$ cat src/scaler_pkg.sv
// scaler package: shared widths, stream structs and controller states
`default_nettype none

package scaler_pkg;

	// ----------------------------------------
	// widths
	// ----------------------------------------
	localparam int PIX_W  = 8;                // grey pixel
	localparam int DIM_W  = 12;               // line dimensions
	localparam int FRAC_W = 8;                // position fraction
	localparam int POS_W  = DIM_W + FRAC_W;   // 12.8 accumulator
	localparam int STEP_W = 16;               // k_step in 8.8

	// ----------------------------------------
	// stream and job types
	// ----------------------------------------
	typedef logic [PIX_W-1:0] pix_t;

	// line configuration, sampled with the first pixel
	typedef struct packed {
		logic [DIM_W-1:0]  s_width;
		logic [DIM_W-1:0]  t_width;
		logic [STEP_W-1:0] k_step;   // 256 is unity
	} cfg_t;

	typedef struct packed {
		logic [FRAC_W-1:0] frac;     // weight of the right pixel
		logic              last;     // final output pixel of the line
	} tap_t;

	typedef struct packed {
		pix_t data;
		logic last;
	} pix_out_t;

	typedef enum logic {
		ST_LOAD,
		ST_EMIT
	} ctrl_state_t;

endpackage

`default_nettype wire

$ cat src/blend_pipe.sv
// blend pipeline: weights two neighbouring pixels by the position fraction in two stages
`default_nettype none

module blend_pipe (
	input  wire                   sys_clk,
	input  wire                   rst_n,
	input  wire                   issue,
	input  wire scaler_pkg::tap_t tap,
	input  wire scaler_pkg::pix_t rd_data_a,
	input  wire scaler_pkg::pix_t rd_data_b,
	output logic                  res_valid,
	output scaler_pkg::pix_out_t  res_word
);

	localparam int PROD_W = scaler_pkg::PIX_W + scaler_pkg::FRAC_W + 1;   // 8x9 product

	logic                          iss_d;       // aligned with read data
	scaler_pkg::tap_t              tap_d;
	logic [scaler_pkg::FRAC_W:0]   w_a;
	logic [scaler_pkg::FRAC_W:0]   w_b;
	logic                          s1_valid;
	logic                          s1_last;
	logic [PROD_W-1:0]             prod_a;
	logic [PROD_W-1:0]             prod_b;
	logic [PROD_W-1:0]             sum;

	// weights always add up to 256
	assign w_b = {1'b0, tap_d.frac};
	assign w_a = {1'b1, {scaler_pkg::FRAC_W{1'b0}}} - w_b;

	assign sum = prod_a + prod_b;   // at most 255*256, no carry out

	// ----------------------------------------
	// valid bits
	// ----------------------------------------
	always_ff @(posedge sys_clk or negedge rst_n) begin
		if (!rst_n) begin
			iss_d     <= 1'b0;
			s1_valid  <= 1'b0;
			res_valid <= 1'b0;
		end else begin
			iss_d     <= issue;
			s1_valid  <= iss_d;
			res_valid <= s1_valid;
		end
	end

	// ----------------------------------------
	// data path
	// ----------------------------------------
	always_ff @(posedge sys_clk) begin
		tap_d    <= tap;
		// stage one
		prod_a   <= rd_data_a * w_a;
		prod_b   <= rd_data_b * w_b;
		s1_last  <= tap_d.last;
		// stage two, drop the fraction bits
		res_word <= '{data: sum[scaler_pkg::FRAC_W +: scaler_pkg::PIX_W], last: s1_last};
	end

endmodule

`default_nettype wire

$ cat config.mk
export PLATFORM = sky130hd
export DESIGN_NAME = blend_pipe
export DESIGN_NICKNAME = d
export VERILOG_FILES = /design/src/scaler_pkg.sv /design/src/blend_pipe.sv
export SDC_FILE = /design/constraint.sdc
export NUM_CORES = 1
export LEC_CHECK = 0
export BUFFER_PORTS_ARGS = -buffer_cell sky130_fd_sc_hd__buf_2
export CAP_MARGIN = 20
export CELL_PAD_IN_SITES_DETAIL_PLACEMENT = 1
export CELL_PAD_IN_SITES_GLOBAL_PLACEMENT = 1
export CORE_MARGIN = 2
export CORE_UTILIZATION = 48
export DETAILED_ROUTE_END_ITERATION = 10
export MAX_ROUTING_LAYER = met4
export PLACE_DENSITY = 0.78
export SETUP_SLACK_MARGIN = 0.15
export SLEW_MARGIN = 20
export SYNTH_ARGS = -nofsm -noshare
export SYNTH_HDL_FRONTEND = slang
export SYNTH_SLANG_ARGS = --single-unit
export TNS_END_PERCENT = 50
$ cat constraint.sdc
create_clock -name sys_clk -period 5.9 [get_ports sys_clk]
set_input_delay 0.59 -clock sys_clk [delete_from_list [all_inputs] [get_ports sys_clk]]
set_output_delay 0.59 -clock sys_clk [all_outputs]
set_load 0.02 [all_outputs]
==> results.ini <==
[global_route]
track_usage_pct=23.10
grt_pass1_wl_mm=23.60
grt_antenna_before_repair=0
grt_pass1_vias=4905
grt_max_degree=19
grt.overflow.total=0

[setup_path]
cp_cell_sequence=inv_1, ha_1, nand3_1, xor2_1, and2_1, fa_1, fa_1, fa_1, inv_1, fa_1, inv_1, ha_1, o21a_1, nor2_1, a31oi_1, a221o_1, a21oi_1, xnor2_1
cp-end-kind=flip-flop
crit_top_cell=fa_1
slowest_stage=fa_1
critPathKind=flip-flop to flip-flop
crit_arrival_ns=5.52
setup.worst_path.start_class=flip-flop
cp.required_ns=6.13
r2r.worst_path.cells=18
path_buf_inv=3
max_stage_delay_ns=0.55
crit_cells=18
worst-path-max-fanout=10
crit_family=adder cells

[die]
ios=38
die_area_mm2=0.01349
core_mm2=0.01216
rows=40
fp.dieH_um=116.1
initial_core_util_pct=49.62
dieWidth_um=116.1

[final_layout]
mostFrequentLayoutCell=inv_1
seqCellArea_mm2=0.001096
final_cells=848
drive_above_1_share_pct=8.971
area_growth_pct=9.641
final_cell_mix=inv_1, and2_1, ha_1
antenna_cells=0
multi_input_area_mm2=0.004476
fillCellCount=1421
fin_nets=870

[logic_synthesis]
synth_nets=831
yosys.area.top_type=fa_1
ys_seq_elements=54
async_flop_share_pct=5.556
synthTopCellsByArea=fa_1, ha_1, dfxtp_1
syn_area_mm2=0.006035
ys_seq_area_share_pct=18.16
synth-warning-count=0
synthCells=640
avgSynthCellArea_um2=9.429
synth_edf_count=0
synth_ff_type=dfxtp_1
ys_types=43
synth_top_area_share_pct=25.54

[timing]
final_max_slew_viol_count=0
fin_ws_ns=0.6149
relSlewSlack_pct=67.38
max_freq_ghz=0.1892
rsz0062_at_grt=false
finalSetupViolations=0
post-route-period-util_pct=89.58
worstMarginPinSlew_ns=0.4877
min_period_ns=5.285
finClkSkew_ns=0.009406
hold_viol=0
final.setup.tns_ns=0

[flow_run]
cap_violations=0

[placed_design]
dpl.cell_count=840
dp_slack_ns=0.4331
place_congestion=0.8997
hpwl_mm=11.46
io_buffers=37

[routing]
drtPass1Iterations=4
wl_met1_mm=6.059
met2_length_mm=6.805
num_vias=4343
drt-initial-drc-count=112
top_layer_used=met4
drcViolationCount=0
finalWirelength_mm=13.46
met3RoutedLength_um=356
routed_via_density=5.121
antenna_left=0
wl_per_cell_um=15.88

[clocking]
cts_tree=built
clock_latency_ns=0.30
cts_made_buffers=5
root_buffer=clkbuf_16
clkTransAtPathRegs_ns=0.08
cts_setup_buffers=0
clkSinkCount=54
cts-htree-levels=2
clockBufferDepth=2

[power]
p_per_area_mw_per_mm2=410.4
ir_worst_vdd_v=0.0001430
p_leak_nw=3.423

[worst_hold_path]
hold_path_class=input pin to asynchronous set/reset pin

[run_status]
status=complete, no violations

flip-flops by register name (all words and copies together), names as in the netlist:
signal     flops
tap_d          9
res_word       9
s1_valid       1
iss_d          1
prod_b        16
s1_last        1
prod_a        16
res_valid      1
synth_stat cells (2+ instances only):
library cell  number
ha_1              86
o21ai_1            6
nand4_1            4
nor3_1             4
o21ai_0            2
dfxtp_1           51
fa_1              77
a211oi_1           4
nand2_1           56
xor2_1            10
a21o_1            13
o21a_1             6
and2_1            92
nand3_1            4
a31oi_1            3
xnor2_1           31
a21oi_1           20
nor2_1            16
clkbuf_1           9
a311oi_1           2
o21bai_1           4
dfrtp_1            3
inv_1            117
metal layers:
metal	GRT usage (%)	vias to the layer above
li1	-	2089
met2	40.39	62
met4	5.000	0
met5	-	-
met1	28.96	2174
met3	2.802	18
power breakdown:
group	total, mW	internal [mW]	switching (mW)	leakage (nW)
logic	1.80	0.785	1.01	2.87
registers	0.572	0.517	0.0554	0.464
clock network	0.345	0.203	0.142	0.0844
worst paths after layout:
path / end / slack (ns) / start
max in group asynchronous: s1_valid / 5.73 / rst_n
min: res_valid / 0.07 / rst_n
min in group sys_clk: res_word[0] / 0.33 / s1_last
max: prod_a[15] / 0.61 / tap_d[2]
max reg2reg: prod_a[15] / 0.61 / tap_d[2]
min reg2reg: res_word[0] / 0.33 / s1_last
through the flow:
step | util (%) | cell area [µm²] | total power, mW | hold slack [ns]
floorplan | - | 6035 | 1.946 | 0.2944
global placement | 52.86 | 6429 | 2.302 | 0.3102
detailed placement | 52.86 | 6429 | 2.387 | 0.3136
CTS | 54.28 | 6601 | 2.755 | 0.06376
global route | 54.40 | 6616 | 3.011 | 0.05801
finish | 54.40 | 6616 | 2.715 | 0.06857
layout make-up:
class	instances	share of cell area, %
tap	168	3.177
sequential	54	16.57
multi-input combinational	459	67.64
clock buffer	5	1.891
inverter	117	6.638
clock inverter	3	0.7186
timing repair buffer	42	3.366
worst reg2reg max path: stages, from the launching register on:
cell,delay [ns]
dfxtp_1,0.51
inv_1,0.13
ha_1,0.26
nand3_1,0.14
xor2_1,0.43
and2_1,0.22
fa_1,0.45
fa_1,0.52
fa_1,0.55
inv_1,0.06
fa_1,0.53
inv_1,0.04
ha_1,0.33
o21a_1,0.20
nor2_1,0.08
a31oi_1,0.09
a221o_1,0.36
a21oi_1,0.18
xnor2_1,0.13
cells by family (layout without fill, tap and decap cells):
group,after synthesis,after routing,share of synthesized area (%)
fa+ha+maj,163,163,43.38
xor+xnor,41,41,5.951
buf+inv,127,167,7.920
simple gates,183,183,15.92
flops,54,54,18.16
compound gates,72,72,8.667
timing repair:
item	4_1_cts	5_1_grt
resized for setup	0	2
hold endpoints to repair	0	0
hold buffers	0	0
endpoints found under the setup margin	0	3
No activity file was read; power rests on OpenSTA's default activity.
