--- src/scaler_pkg.sv ---
// scaler package: shared widths, stream structs and controller states
`default_nettype none

package scaler_pkg;

	// ----------------------------------------
	// widths
	// ----------------------------------------
	localparam int PIX_W  = 8;                // grey pixel
	localparam int DIM_W  = 12;               // line dimensions
	localparam int FRAC_W = 8;                // position fraction
	localparam int POS_W  = DIM_W + FRAC_W;   // 12.8 accumulator
	localparam int STEP_W = 16;               // k_step in 8.8

	// ----------------------------------------
	// stream and job types
	// ----------------------------------------
	typedef logic [PIX_W-1:0] pix_t;

	// line configuration, sampled with the first pixel
	typedef struct packed {
		logic [DIM_W-1:0]  s_width;
		logic [DIM_W-1:0]  t_width;
		logic [STEP_W-1:0] k_step;   // 256 is unity
	} cfg_t;

	typedef struct packed {
		logic [FRAC_W-1:0] frac;     // weight of the right pixel
		logic              last;     // final output pixel of the line
	} tap_t;

	typedef struct packed {
		pix_t data;
		logic last;
	} pix_out_t;

	typedef enum logic {
		ST_LOAD,
		ST_EMIT
	} ctrl_state_t;

endpackage

`default_nettype wire

--- src/out_fifo.sv ---
// output fifo: buffers blended words behind a valid/ready port and throttles job issue
`default_nettype none

module out_fifo #(
	parameter int FIFO_DEPTH = 8,
	localparam int PW = (FIFO_DEPTH > 1) ? $clog2(FIFO_DEPTH) : 1,
	localparam int CW = $clog2(FIFO_DEPTH + 1)
) (
	input  wire                       sys_clk,
	input  wire                       rst_n,
	input  wire                       wr_valid,
	input  wire scaler_pkg::pix_out_t wr_word,
	output logic                      almost_full,
	output logic                      out_valid,
	input  wire                       out_ready,
	output scaler_pkg::pix_out_t      out_word
);

	localparam int IN_FLIGHT = 3;   // jobs between issue and write

	scaler_pkg::pix_out_t mem [FIFO_DEPTH];
	logic [PW-1:0]        wr_ptr;
	logic [PW-1:0]        rd_ptr;
	logic [CW-1:0]        count;
	logic                 rd_fire;

	function automatic logic [PW-1:0] ptr_next(input logic [PW-1:0] p);
		if (p == PW'(FIFO_DEPTH - 1)) begin
			return '0;
		end
		return p + 1'b1;
	endfunction

	assign out_valid   = (count != '0);
	assign out_word    = mem[rd_ptr];        // steady until popped
	assign rd_fire     = out_valid && out_ready;
	assign almost_full = (CW'(FIFO_DEPTH) - count) <= CW'(IN_FLIGHT);

	always_ff @(posedge sys_clk or negedge rst_n) begin
		if (!rst_n) begin
			wr_ptr <= '0;
			rd_ptr <= '0;
			count  <= '0;
		end else begin
			if (wr_valid) begin
				wr_ptr <= ptr_next(wr_ptr);
			end
			if (rd_fire) begin
				rd_ptr <= ptr_next(rd_ptr);
			end
			case ({wr_valid, rd_fire})
				2'b10:   count <= count + 1'b1;
				2'b01:   count <= count - 1'b1;
				default: count <= count;   // none or both
			endcase
		end
	end

	always_ff @(posedge sys_clk) begin
		if (wr_valid) begin
			mem[wr_ptr] <= wr_word;
		end
	end

	// ----------------------------------------
	// checks
	// ----------------------------------------
	// the pipe has no stall, so issue throttling must keep a slot free
	no_write_full_a: assert property (@(posedge sys_clk) disable iff (!rst_n)
		wr_valid |-> (count < CW'(FIFO_DEPTH)));

endmodule

`default_nettype wire

--- config.mk ---
export PLATFORM = sky130hd
export DESIGN_NAME = out_fifo
export DESIGN_NICKNAME = d
export VERILOG_FILES = /design/src/scaler_pkg.sv /design/src/out_fifo.sv
export SDC_FILE = /design/constraint.sdc
export NUM_CORES = 1
export LEC_CHECK = 0
export ABC_AREA = 1
export ABC_CLOCK_PERIOD_IN_PS = 2550
export BUFFER_PORTS_ARGS = -buffer_cell sky130_fd_sc_hd__clkbuf_2
export CAP_MARGIN = 10
export CORE_MARGIN = 2
export CORE_UTILIZATION = 30
export DETAILED_ROUTE_END_ITERATION = 8
export PLACE_DENSITY = 0.51
export SETUP_SLACK_MARGIN = 0.2
export SYNTH_ARGS = -nofsm -noshare
export SYNTH_HDL_FRONTEND = slang
export SYNTH_SLANG_ARGS = --single-unit
--- constraint.sdc ---
create_clock -name sys_clk -period 2.55 [get_ports sys_clk]
set_input_delay 0.255 -clock sys_clk [delete_from_list [all_inputs] [get_ports sys_clk]]
set_output_delay 0.255 -clock sys_clk [all_outputs]
set_load 0.02 [all_outputs]
==> qor.txt <==
Status - completed
Actual slew at the worst max-slew pin - 565 ps
Core Region - 11400 um2
Die Y - 112 um
Met1 GRT Util - 17.2%
Antenna violations before repair - 0
Final Net Count - 364
Mapped Area - 3480 um2
Ys flop type - edfxtp_1
Area leader, netlist - edfxtp_1
Count leader, synth - edfxtp_1
Crit path required time - 2810 ps
CTS tree - built
Tcrit/Tclk final - 80.4%
Die extent in x - 112 um
Total wire length - 7420 um
PostCTS Resize Cnt - 0
Clk sinks - 82
Arr. time, crit path - 2320 ps
WS Path Type - reg -> reg
Initial Util - 30.6%
Post-CTS setup repair buffer count - 0
PortBufs - 23
Switching Fraction - 36.6%
Number of global-route vias before repair - 2175
GRT overflow - 0
Drt pass-1 iters - 4
CTS Root Cell - clkbuf_16
Inserted Clock Buffers - 9
Met2 Usage GRT - 19.4%
Pwr per Cell Area - 1190 nW/um2
Grt peak-use layer - met2
Post-Synthesis Cells - 307
Largest net degree at the start of global routing - 39
Fmax - 488 MHz
Max rail drop VDD - 0.560 mV
Min-delay worst type - in -> reg
Design Area, Final - 4110 um2
Clock Pin Slew Worst Setup and Hold Paths - 60 ps
DP Area - 3790 um2
I/O pins - 24
Slew HR - 62.2%
Avg WL per Cell - 15.1 um
Worst-path maximum fanout - 8
ANT nets after route - 0
Gr usage total - 12.7%
Post-synth net total - 327
Layout cells sized above 1 - 16.1%
Crit end category - flop
Top-area cell type share of the netlist area - 62.1%
Sequential-to-total area share from yosys stat - 69.3%
Reg2Reg Setup Slack - 500 ps
HPWL Detailed - 4560 um
Synth cell count leaders - edfxtp_1 (72), nor2_1 (69), nand2_1 (49)
Max-cap viol count - 0
Slew Limit Fails - 0
Async set-or-reset flop fraction in the synthesized netlist - 12.2%
DRC - 0
GRT met3 Usage - 2.78%
Sequential share of power - 36.3%
Hold Vio Cnt, Final - 0
Layout area overhead - 18.0%
Tmin final - 2050 ps
Max clock buf depth - 2
Sw power - 1.79 mW
Die area - 12500 um2
RSZ-0062 raised after global routing - false
Drt initial violations - 192
Worst setup margin - 499 ps
Via Count - 2267
Post-synth EDFFs - 72
Total negative slack - 0 ps
Cts hold-fix bufs - 1
Hold Path Depth - 1
H-tree depth - 3
Clock network power share - 27.8%
FF+latch count, synth - 82
FP Rows - 39
Setup Skew - 6.61 ps
Synth Area per Inst - 11.3 um2
Comb pwr share - 35.8%
Fillcell total - 1100
CP startpoint kind - flop
Ranking of synthesized cells by area - edfxtp_1 (62%), nor2_1 (7.4%), dfrtp_1 (7.2%)
Diode count - 0
Placer Congestion - 0.765
Cell Int Power - 3.10 mW
Via-to-Cell Ratio - 4.62
First-pass GRT wire length - 11800 um
Final setup viols - 0
Static Leak - 1.57 nW
Place WS - 521 ps
Worst-skew pair later-pin latency - 340 ps
Syn. warnings - 0
R2R cell count - 10
Unique masters post-synth - 23
==> cell type report <==
type	count	area [um2]	share of cell area, %
flip-flops and latches	82	2410	58.7
multi-input cells	198	921	22.4
clock buffers	10	229	5.57
well taps	143	179	4.35
inverters	14	52.6	1.28
clock inverters	5	80.1	1.95
repair buffers	39	238	5.78
==> placed cells by master (no fill, tap or decap) <==
master          n
ha_1            7
xnor2_1         2
nor2_1         69
o21ai_1        19
buf_4          15
edfxtp_1       72
a211oi_1        1
nand3_1         5
clkinv_1        1
nand2_1        49
a21boi_2        1
clkinvlp_4      2
o21a_1          1
a21oi_1         1
o21ai_2         1
inv_1          12
bufinv_16       2
o21ai_0        40
inv_2           1
clkbuf_1        1
dlygate4sd3_1   1
dfrtp_1        10
clkbuf_16       9
a31oi_1         1
clkinv_2        1
or2_2           1
clkbuf_2       23
==> layer usage <==
layer  vias up  routed length (um)
li1       1130                   -
met2        39                3450
met5         -                   0
met3        11                 197
met4         0                 133
met1      1087                3640
==> stage by stage <==
| stage | cells | hold WS [ps] | utilization [%] | power, mW |
|---|---|---|---|---|
| finish | 491 | 202 | 36.2 | 4.89 |
| global route | 491 | 205 | 36.2 | 5.24 |
| CTS | 491 | 194 | 36.2 | 4.93 |
| detailed placement | 475 | 148 | 33.4 | 3.57 |
| global placement | 475 | 146 | 33.4 | 3.55 |
| floorplan | 307 | -40.6 | - | 3.06 |
==> worst paths after layout <==
kind	start	endpoint
worst max-delay path	count[1]	count[2]
worst min-delay path	wr_word[6]	mem[0][6]
worst max register to register	count[1]	count[2]
worst min register to register	count[0]	count[0]
max in group asynchronous	rst_n	wr_ptr[2]
min in group asynchronous	rst_n	count[0]
==> registers in the layout, indices dropped and copies added (netlist names) <==
name / cells
count: 4
mem: 72
rd_ptr: 3
wr_ptr: 3
==> power by group through the flow <==
| stage | sequential, mW | combinational, mW | clock (mW) |
|---|---|---|---|
| 2_1_floorplan | 1.79 | 1.28 | 0 |
| 3_3_place_gp | 1.80 | 1.75 | 0 |
| 3_5_place_dp | 1.81 | 1.77 | 0 |
| 4_1_cts | 1.78 | 1.78 | 1.38 |
| 5_1_grt | 1.80 | 1.99 | 1.45 |
| 6_report | 1.78 | 1.75 | 1.36 |
==> critical path: stages, from the launching register on <==
cell	delay, ps
dfrtp_1	410
nor2_1	270
a21boi_2	170
ha_1	250
nand2_1	80
inv_1	50
nor2_1	120
ha_1	170
a21oi_1	50
or2_2	300
a31oi_1	120
==> logic make-up after synthesis <==
| kind of cell | Yosys count | synth area share [%] |
|---|---|---|
| XOR/XNOR | 2 | 0.503 |
| flip-flops | 82 | 69.3 |
| adder cells (fa/ha/maj) | 7 | 2.51 |
| buffers and inverters | 27 | 4.31 |
| AND/OR/NAND/NOR | 124 | 13.6 |
| AO/OA/AOI/OAI | 65 | 9.81 |
No activity file was read; power rests on OpenSTA's default activity.
