--- src/scaler_pkg.sv ---
// scaler package: shared widths, stream structs and controller states
`default_nettype none

package scaler_pkg;

	// ----------------------------------------
	// widths
	// ----------------------------------------
	localparam int PIX_W  = 8;                // grey pixel
	localparam int DIM_W  = 12;               // line dimensions
	localparam int FRAC_W = 8;                // position fraction
	localparam int POS_W  = DIM_W + FRAC_W;   // 12.8 accumulator
	localparam int STEP_W = 16;               // k_step in 8.8

	// ----------------------------------------
	// stream and job types
	// ----------------------------------------
	typedef logic [PIX_W-1:0] pix_t;

	// line configuration, sampled with the first pixel
	typedef struct packed {
		logic [DIM_W-1:0]  s_width;
		logic [DIM_W-1:0]  t_width;
		logic [STEP_W-1:0] k_step;   // 256 is unity
	} cfg_t;

	typedef struct packed {
		logic [FRAC_W-1:0] frac;     // weight of the right pixel
		logic              last;     // final output pixel of the line
	} tap_t;

	typedef struct packed {
		pix_t data;
		logic last;
	} pix_out_t;

	typedef enum logic {
		ST_LOAD,
		ST_EMIT
	} ctrl_state_t;

endpackage

`default_nettype wire

--- src/coord_gen.sv ---
// coordinate generator: loads a line, then steps the 8.8 position and issues blend jobs
`default_nettype none

module coord_gen #(
	parameter int MAX_WIDTH = 2048,
	localparam int AW = $clog2(MAX_WIDTH)
) (
	input  wire                   sys_clk,
	input  wire                   rst_n,
	// pixel stream in
	input  wire                   in_valid,
	output logic                  in_ready,
	input  wire scaler_pkg::pix_t in_pixel,
	input  wire scaler_pkg::cfg_t cfg,
	// line buffer write
	output logic                  wr_en,
	output logic [AW-1:0]         wr_addr,
	output scaler_pkg::pix_t      wr_data,
	// line buffer read and job issue
	output logic [AW-1:0]         rd_addr_a,
	output logic [AW-1:0]         rd_addr_b,
	output logic                  issue,
	output scaler_pkg::tap_t      tap,
	input  wire                   almost_full
);

	scaler_pkg::ctrl_state_t      state;
	scaler_pkg::cfg_t             cfg_q;        // config of the current line
	logic [scaler_pkg::DIM_W-1:0] load_cnt;     // pixels taken so far
	logic [scaler_pkg::DIM_W-1:0] emit_cnt;     // jobs issued so far
	logic [scaler_pkg::POS_W-1:0] pos;          // 12.8 source position

	logic                         in_fire;
	logic                         first_pix;
	logic [scaler_pkg::DIM_W-1:0] line_s_width;
	logic                         load_done;
	logic [scaler_pkg::POS_W-1:0] step_ext;
	logic [scaler_pkg::DIM_W-1:0] s_max;
	logic [scaler_pkg::DIM_W-1:0] pos_int;
	logic [scaler_pkg::DIM_W-1:0] idx_a;
	logic [scaler_pkg::DIM_W-1:0] idx_b;
	logic                         emit_last;

	// ----------------------------------------
	// load side
	// ----------------------------------------
	assign in_ready  = (state == scaler_pkg::ST_LOAD);
	assign in_fire   = in_valid && in_ready;
	assign first_pix = (load_cnt == '0);

	// the first pixel has no latched width yet
	assign line_s_width = first_pix ? cfg.s_width : cfg_q.s_width;
	assign load_done    = in_fire && (load_cnt == line_s_width - 1'b1);

	assign wr_en   = in_fire;               // written on the transfer edge
	assign wr_addr = load_cnt[AW-1:0];
	assign wr_data = in_pixel;

	// ----------------------------------------
	// emit side
	// ----------------------------------------
	assign step_ext = {{(scaler_pkg::POS_W - scaler_pkg::STEP_W){1'b0}}, cfg_q.k_step};
	assign s_max    = cfg_q.s_width - 1'b1;
	assign pos_int  = pos[scaler_pkg::POS_W-1:scaler_pkg::FRAC_W];

	// clamp both taps to the last stored pixel
	assign idx_a = (pos_int > s_max) ? s_max : pos_int;
	assign idx_b = (idx_a >= s_max) ? s_max : idx_a + 1'b1;

	assign rd_addr_a = idx_a[AW-1:0];
	assign rd_addr_b = idx_b[AW-1:0];

	assign emit_last = (emit_cnt == cfg_q.t_width - 1'b1);
	assign issue     = (state == scaler_pkg::ST_EMIT) && !almost_full;   // throttle
	assign tap       = '{frac: pos[scaler_pkg::FRAC_W-1:0], last: emit_last};

	always_ff @(posedge sys_clk or negedge rst_n) begin
		if (!rst_n) begin
			state    <= scaler_pkg::ST_LOAD;
			load_cnt <= '0;
			emit_cnt <= '0;
			pos      <= '0;
		end else begin
			case (state)
				scaler_pkg::ST_LOAD: begin
					if (load_done) begin
						state    <= scaler_pkg::ST_EMIT;
						load_cnt <= '0;
						emit_cnt <= '0;
						pos      <= '0;     // output 0 sits on source 0
					end else if (in_fire) begin
						load_cnt <= load_cnt + 1'b1;
					end
				end
				scaler_pkg::ST_EMIT: begin
					if (issue) begin
						pos      <= pos + step_ext;
						emit_cnt <= emit_cnt + 1'b1;
						if (emit_last) begin
							state <= scaler_pkg::ST_LOAD;
						end
					end
				end
				default: begin
					state <= scaler_pkg::ST_LOAD;
				end
			endcase
		end
	end

	always_ff @(posedge sys_clk) begin
		if (in_fire && first_pix) begin
			cfg_q <= cfg;
		end
	end

	// ----------------------------------------
	// checks
	// ----------------------------------------
	cfg_nonzero_a: assert property (@(posedge sys_clk) disable iff (!rst_n)
		(state == scaler_pkg::ST_EMIT) |-> (cfg_q.s_width != '0) && (cfg_q.t_width != '0));

	// wr_addr keeps only the low counter bits, so a long line would wrap
	load_range_a: assert property (@(posedge sys_clk) disable iff (!rst_n)
		in_fire |-> (int'(load_cnt) < MAX_WIDTH));

endmodule

`default_nettype wire

--- config.mk ---
export PLATFORM = sky130hd
export DESIGN_NAME = coord_gen
export DESIGN_NICKNAME = d
export VERILOG_FILES = /design/src/scaler_pkg.sv /design/src/coord_gen.sv
export SDC_FILE = /design/constraint.sdc
export NUM_CORES = 1
export LEC_CHECK = 0
export BUFFER_PORTS_ARGS = -buffer_cell sky130_fd_sc_hd__buf_2
export CAP_MARGIN = 20
export CORE_UTILIZATION = 58
export CTS_BUF_LIST = sky130_fd_sc_hd__clkbuf_16
export DETAILED_ROUTE_END_ITERATION = 7
export PLACE_DENSITY = 0.79
export SYNTH_ARGS = -nofsm -noshare
export SYNTH_HDL_FRONTEND = slang
export SYNTH_SLANG_ARGS = --single-unit
--- constraint.sdc ---
create_clock -name sys_clk -period 7.7 [get_ports sys_clk]
set_clock_uncertainty 0.1 [all_clocks]
set_input_delay 0 -clock sys_clk [delete_from_list [all_inputs] [get_ports sys_clk]]
set_output_delay 0 -clock sys_clk [all_outputs]
set_load 0.02 [all_outputs]
==> results.md <==
- Synth Net Count: 834
- Power share of the combinational group: 0.356
- Initial Util: 0.596
- CP Capture Point: rd_addr_b[5]
- Post-synth EDFFs: 40
- Switching Power: 0.609 mW
- Ys async rst share: 0.529
- R2r setup slk: 2.53 ns
- Final wirelength: 16900 µm
- Max-cap violations: 0
- Relative slew slack: 0.278
- Post-synth design cell area: 6800 µm²
- WS Path Type: flop to primary output
- Largest net degree at the start of global routing: 46
- Reg area: 2330 µm²
- H-Tree Depth: 3
- Most common cell after layout, fill and taps aside: buf_2
- Global-route wire length before repair: 27400 µm
- Tightest Pin Transition: 1.08 ns
- Avg WL per Cell: 17.2 µm
- Primary FF master, synth: dfrtp_1
- Per-instance average area after synthesis: 9.23 µm²
- DR vias/cell: 6.05
- Row cnt: 39
- Compound-Gate Fraction of Synth Area: 0.142
- Hold Fails Final Rpt: 0
- Pwr dens: 210 nW/µm²
- Dominant cells by area after synthesis: edfxtp_1, dfrtp_1, ha_1
- Final setup vio count: 0
- Clock sinks: 85
- Synth Area in Simple Gates: 0.210
- VDD IR max: 184 µV
- Worst Reg-to-Reg Cells: 13
- Yosys warns: 0
- Post-synthesis mux area share: 0.0397
- # hold bufs at CTS: 50
- RSZ-0062 raised after global routing: false
- DRT antenna net count: 0
- Cell-internal power: 1.05 mW
- Die X: 110 µm
- Area occupied by multi-input gates: 3960 µm²
- Synth area leader: edfxtp_1
- GRT Util Overall: 0.293
- Root buffer cell: clkbuf_16
- R2r endpoint: emit_cnt[1]$_DFFE_PN0P_
- Area grow syn2layout: 16.1%
- Sw frac: 0.367
- Hold Crit Depth: 4
- Clk Latency, worst-skew pair: 0.34 ns
- CTS resizes: 0
- Worst path arrival time: 6.82 ns
- Reg2reg start: load_cnt[0]$_DFFE_PN0P_
- Nets: 933
- Unique masters post-synth: 78
- Critical Path Source: cfg_q[30]$_DFFE_PP_
- CTS Buffer Depth: 2
- Initial antenna violation count: 0
- Leakage: 3.47 nW
- Status: finished clean
- DR pass1 iterations: 5
- Pre-CTS setup slack: 1.22 ns
- Die area: 12200 µm²
- Vias in the first global route: 5801
- # port buffers: 88
- Sequential share of power: 0.372
- RePlAce Congestion: 0.956
- Yosys reg bits: 85
- Top cell type's share of synthesized area: 0.177
- Largest family of logic cells by synthesized area: simple AND/OR/NAND/NOR gates
- DR vias: 5950
- Commonest non-fill, non-tap cells in the layout: buf_2, nor2_1, nand2_1, dlygate4sd3_1, dfrtp_1
- Height of the die: 110 µm
- TritonCTS clock tree: done
- CP required: 7.60 ns
- F_max: 145 MHz
- Crit path max fanout: 21
- Area share of fa/ha/maj cells after synthesis: 0.0839
- Mapped Cells: 737
- Startpoint Class: flop
- Residual DRC count: 0
- Fill cells: 898
- Num ports: 105
- CTS Buf Count: 9
- Share of cells above drive strength 1: 0.163
- Final Max Slew Viols: 0
- CTS clk-pin slew, worst paths: 0.06 ns
- N_diodes: 0
- Sequential area share after synthesis: 0.342
- Final worst slack: 0.783 ns
- CP endpoint kind: primary output
- Clock power frac: 0.272
- Post-synthesis xor/xnor area fraction: 0.106
- DPL Wire Length: 12200 µm
- Total negative slack: 0 ns
- Fin crit share: 0.898
- Core Region: 11400 µm²
- Total grt overflow: 0
- Period minus WS final: 6.92 ns
- Post-CTS Setup Inserts: 0
- HP Class: primary input to flop
- Starting DRT DRC Count: 429
cells in the mapped netlist, drive strengths merged (10+ instances only):
master,count
nor2,68
nand2,61
dfrtp,45
ha,44
xnor2,44
edfxtp,40
buf,38
xor2,33
o21ai,31
a21oi,29
inv,29
nand3,21
clkbuf,19
mux2i,18
nor3,18
nand4,17
and3,14
o22ai,13
nor4,12
a21o,11
or3,10
power by group through the flow:
| stage | clock [mW] | combinational (mW) | sequential, mW |
|---|---|---|---|
| finish | 0.451 | 0.590 | 0.617 |
| global route | 0.475 | 0.657 | 0.624 |
| CTS | 0.457 | 0.584 | 0.614 |
| detailed placement | 0 | 0.558 | 0.623 |
| global placement | 0 | 0.536 | 0.622 |
| floorplan | 0 | 0.481 | 0.581 |
cell families (layout without fill, tap and decap cells):
family                     Yosys count  in the layout
AOI/OAI and AO/OA                  145            145
xor gates and xnor gates            79             79
adders and majority gates           45             45
buffers and inverters               87            191
DFF                                 85             85
muxes                               26             26
and+or+nand+nor                    270            270
sequential cells by signal, indices dropped and copies added (netlist names):
name and count:
emit_cnt 12, state 1, cfg_q 40, load_cnt 12, pos 20
critical path, cell delays in order (launching register included):
cell and delay (ns):
edfxtp_1 0.52, nor3_1 0.41, nand3_1 0.21, xnor2_1 0.39
inv_1 0.23, ha_1 0.33, a21o_1 0.18, a221o_1 0.37
a21oi_1 0.18, o211ai_1 0.13, o211a_1 0.49, o21ai_0 0.48
inv_1 0.09, ha_1 0.29, nand2b_1 0.14, a21o_1 0.18
a21oi_1 0.13, o21ai_0 0.12, o22a_1 0.24, o311a_1 0.25
or2_2 0.46, o41ai_1 0.43, buf_2 0.23
cell type report:
type                    instances  area share
clock buffers                   9      0.0285
clock inverters                 7      0.0103
inverters                      30      0.0143
multi-input cells             565       0.502
flip-flops and latches         85       0.295
well taps                     143      0.0227
repair buffers                145       0.128
per-layer routing:
metal,vias up,global-route usage,part of all wire
li1,2852,-,-
met1,2789,0.363,0.42
met2,260,0.494,0.48
met3,49,0.0494,0.064
met4,0,0.147,0.033
met5,-,0,0
through the flow:
stage / cell area [µm²] / utilization / total power [mW] / hold slack (ns) / cells
after floorplan: 6800 / - / 1.06 / -0.396 / 737
after global placement: 7060 / 0.618 / 1.16 / -0.0999 / 916
after detailed placement: 7060 / 0.618 / 1.18 / -0.0999 / 916
after CTS: 7860 / 0.689 / 1.65 / 0.00158 / 982
after global routing: 7890 / 0.691 / 1.76 / 0.0499 / 984
final: 7890 / 0.691 / 1.66 / 0.0119 / 984
worst min path at each step:
stage	startpoint	endpoint	slack, ns
detailed placement	in_pixel[1]	wr_data[1]	-0.1
global route	in_valid	load_cnt[0]$_DFFE_PN0P_	0.05
global placement	in_pixel[1]	wr_data[1]	-0.1
floorplan	rst_n	emit_cnt[0]$_DFFE_PN0P_	-0.40
finish	in_valid	load_cnt[0]$_DFFE_PN0P_	0.01
CTS	in_valid	load_cnt[0]$_DFFE_PN0P_	0.002
Note: power is estimated with default switching activity, not from simulation.
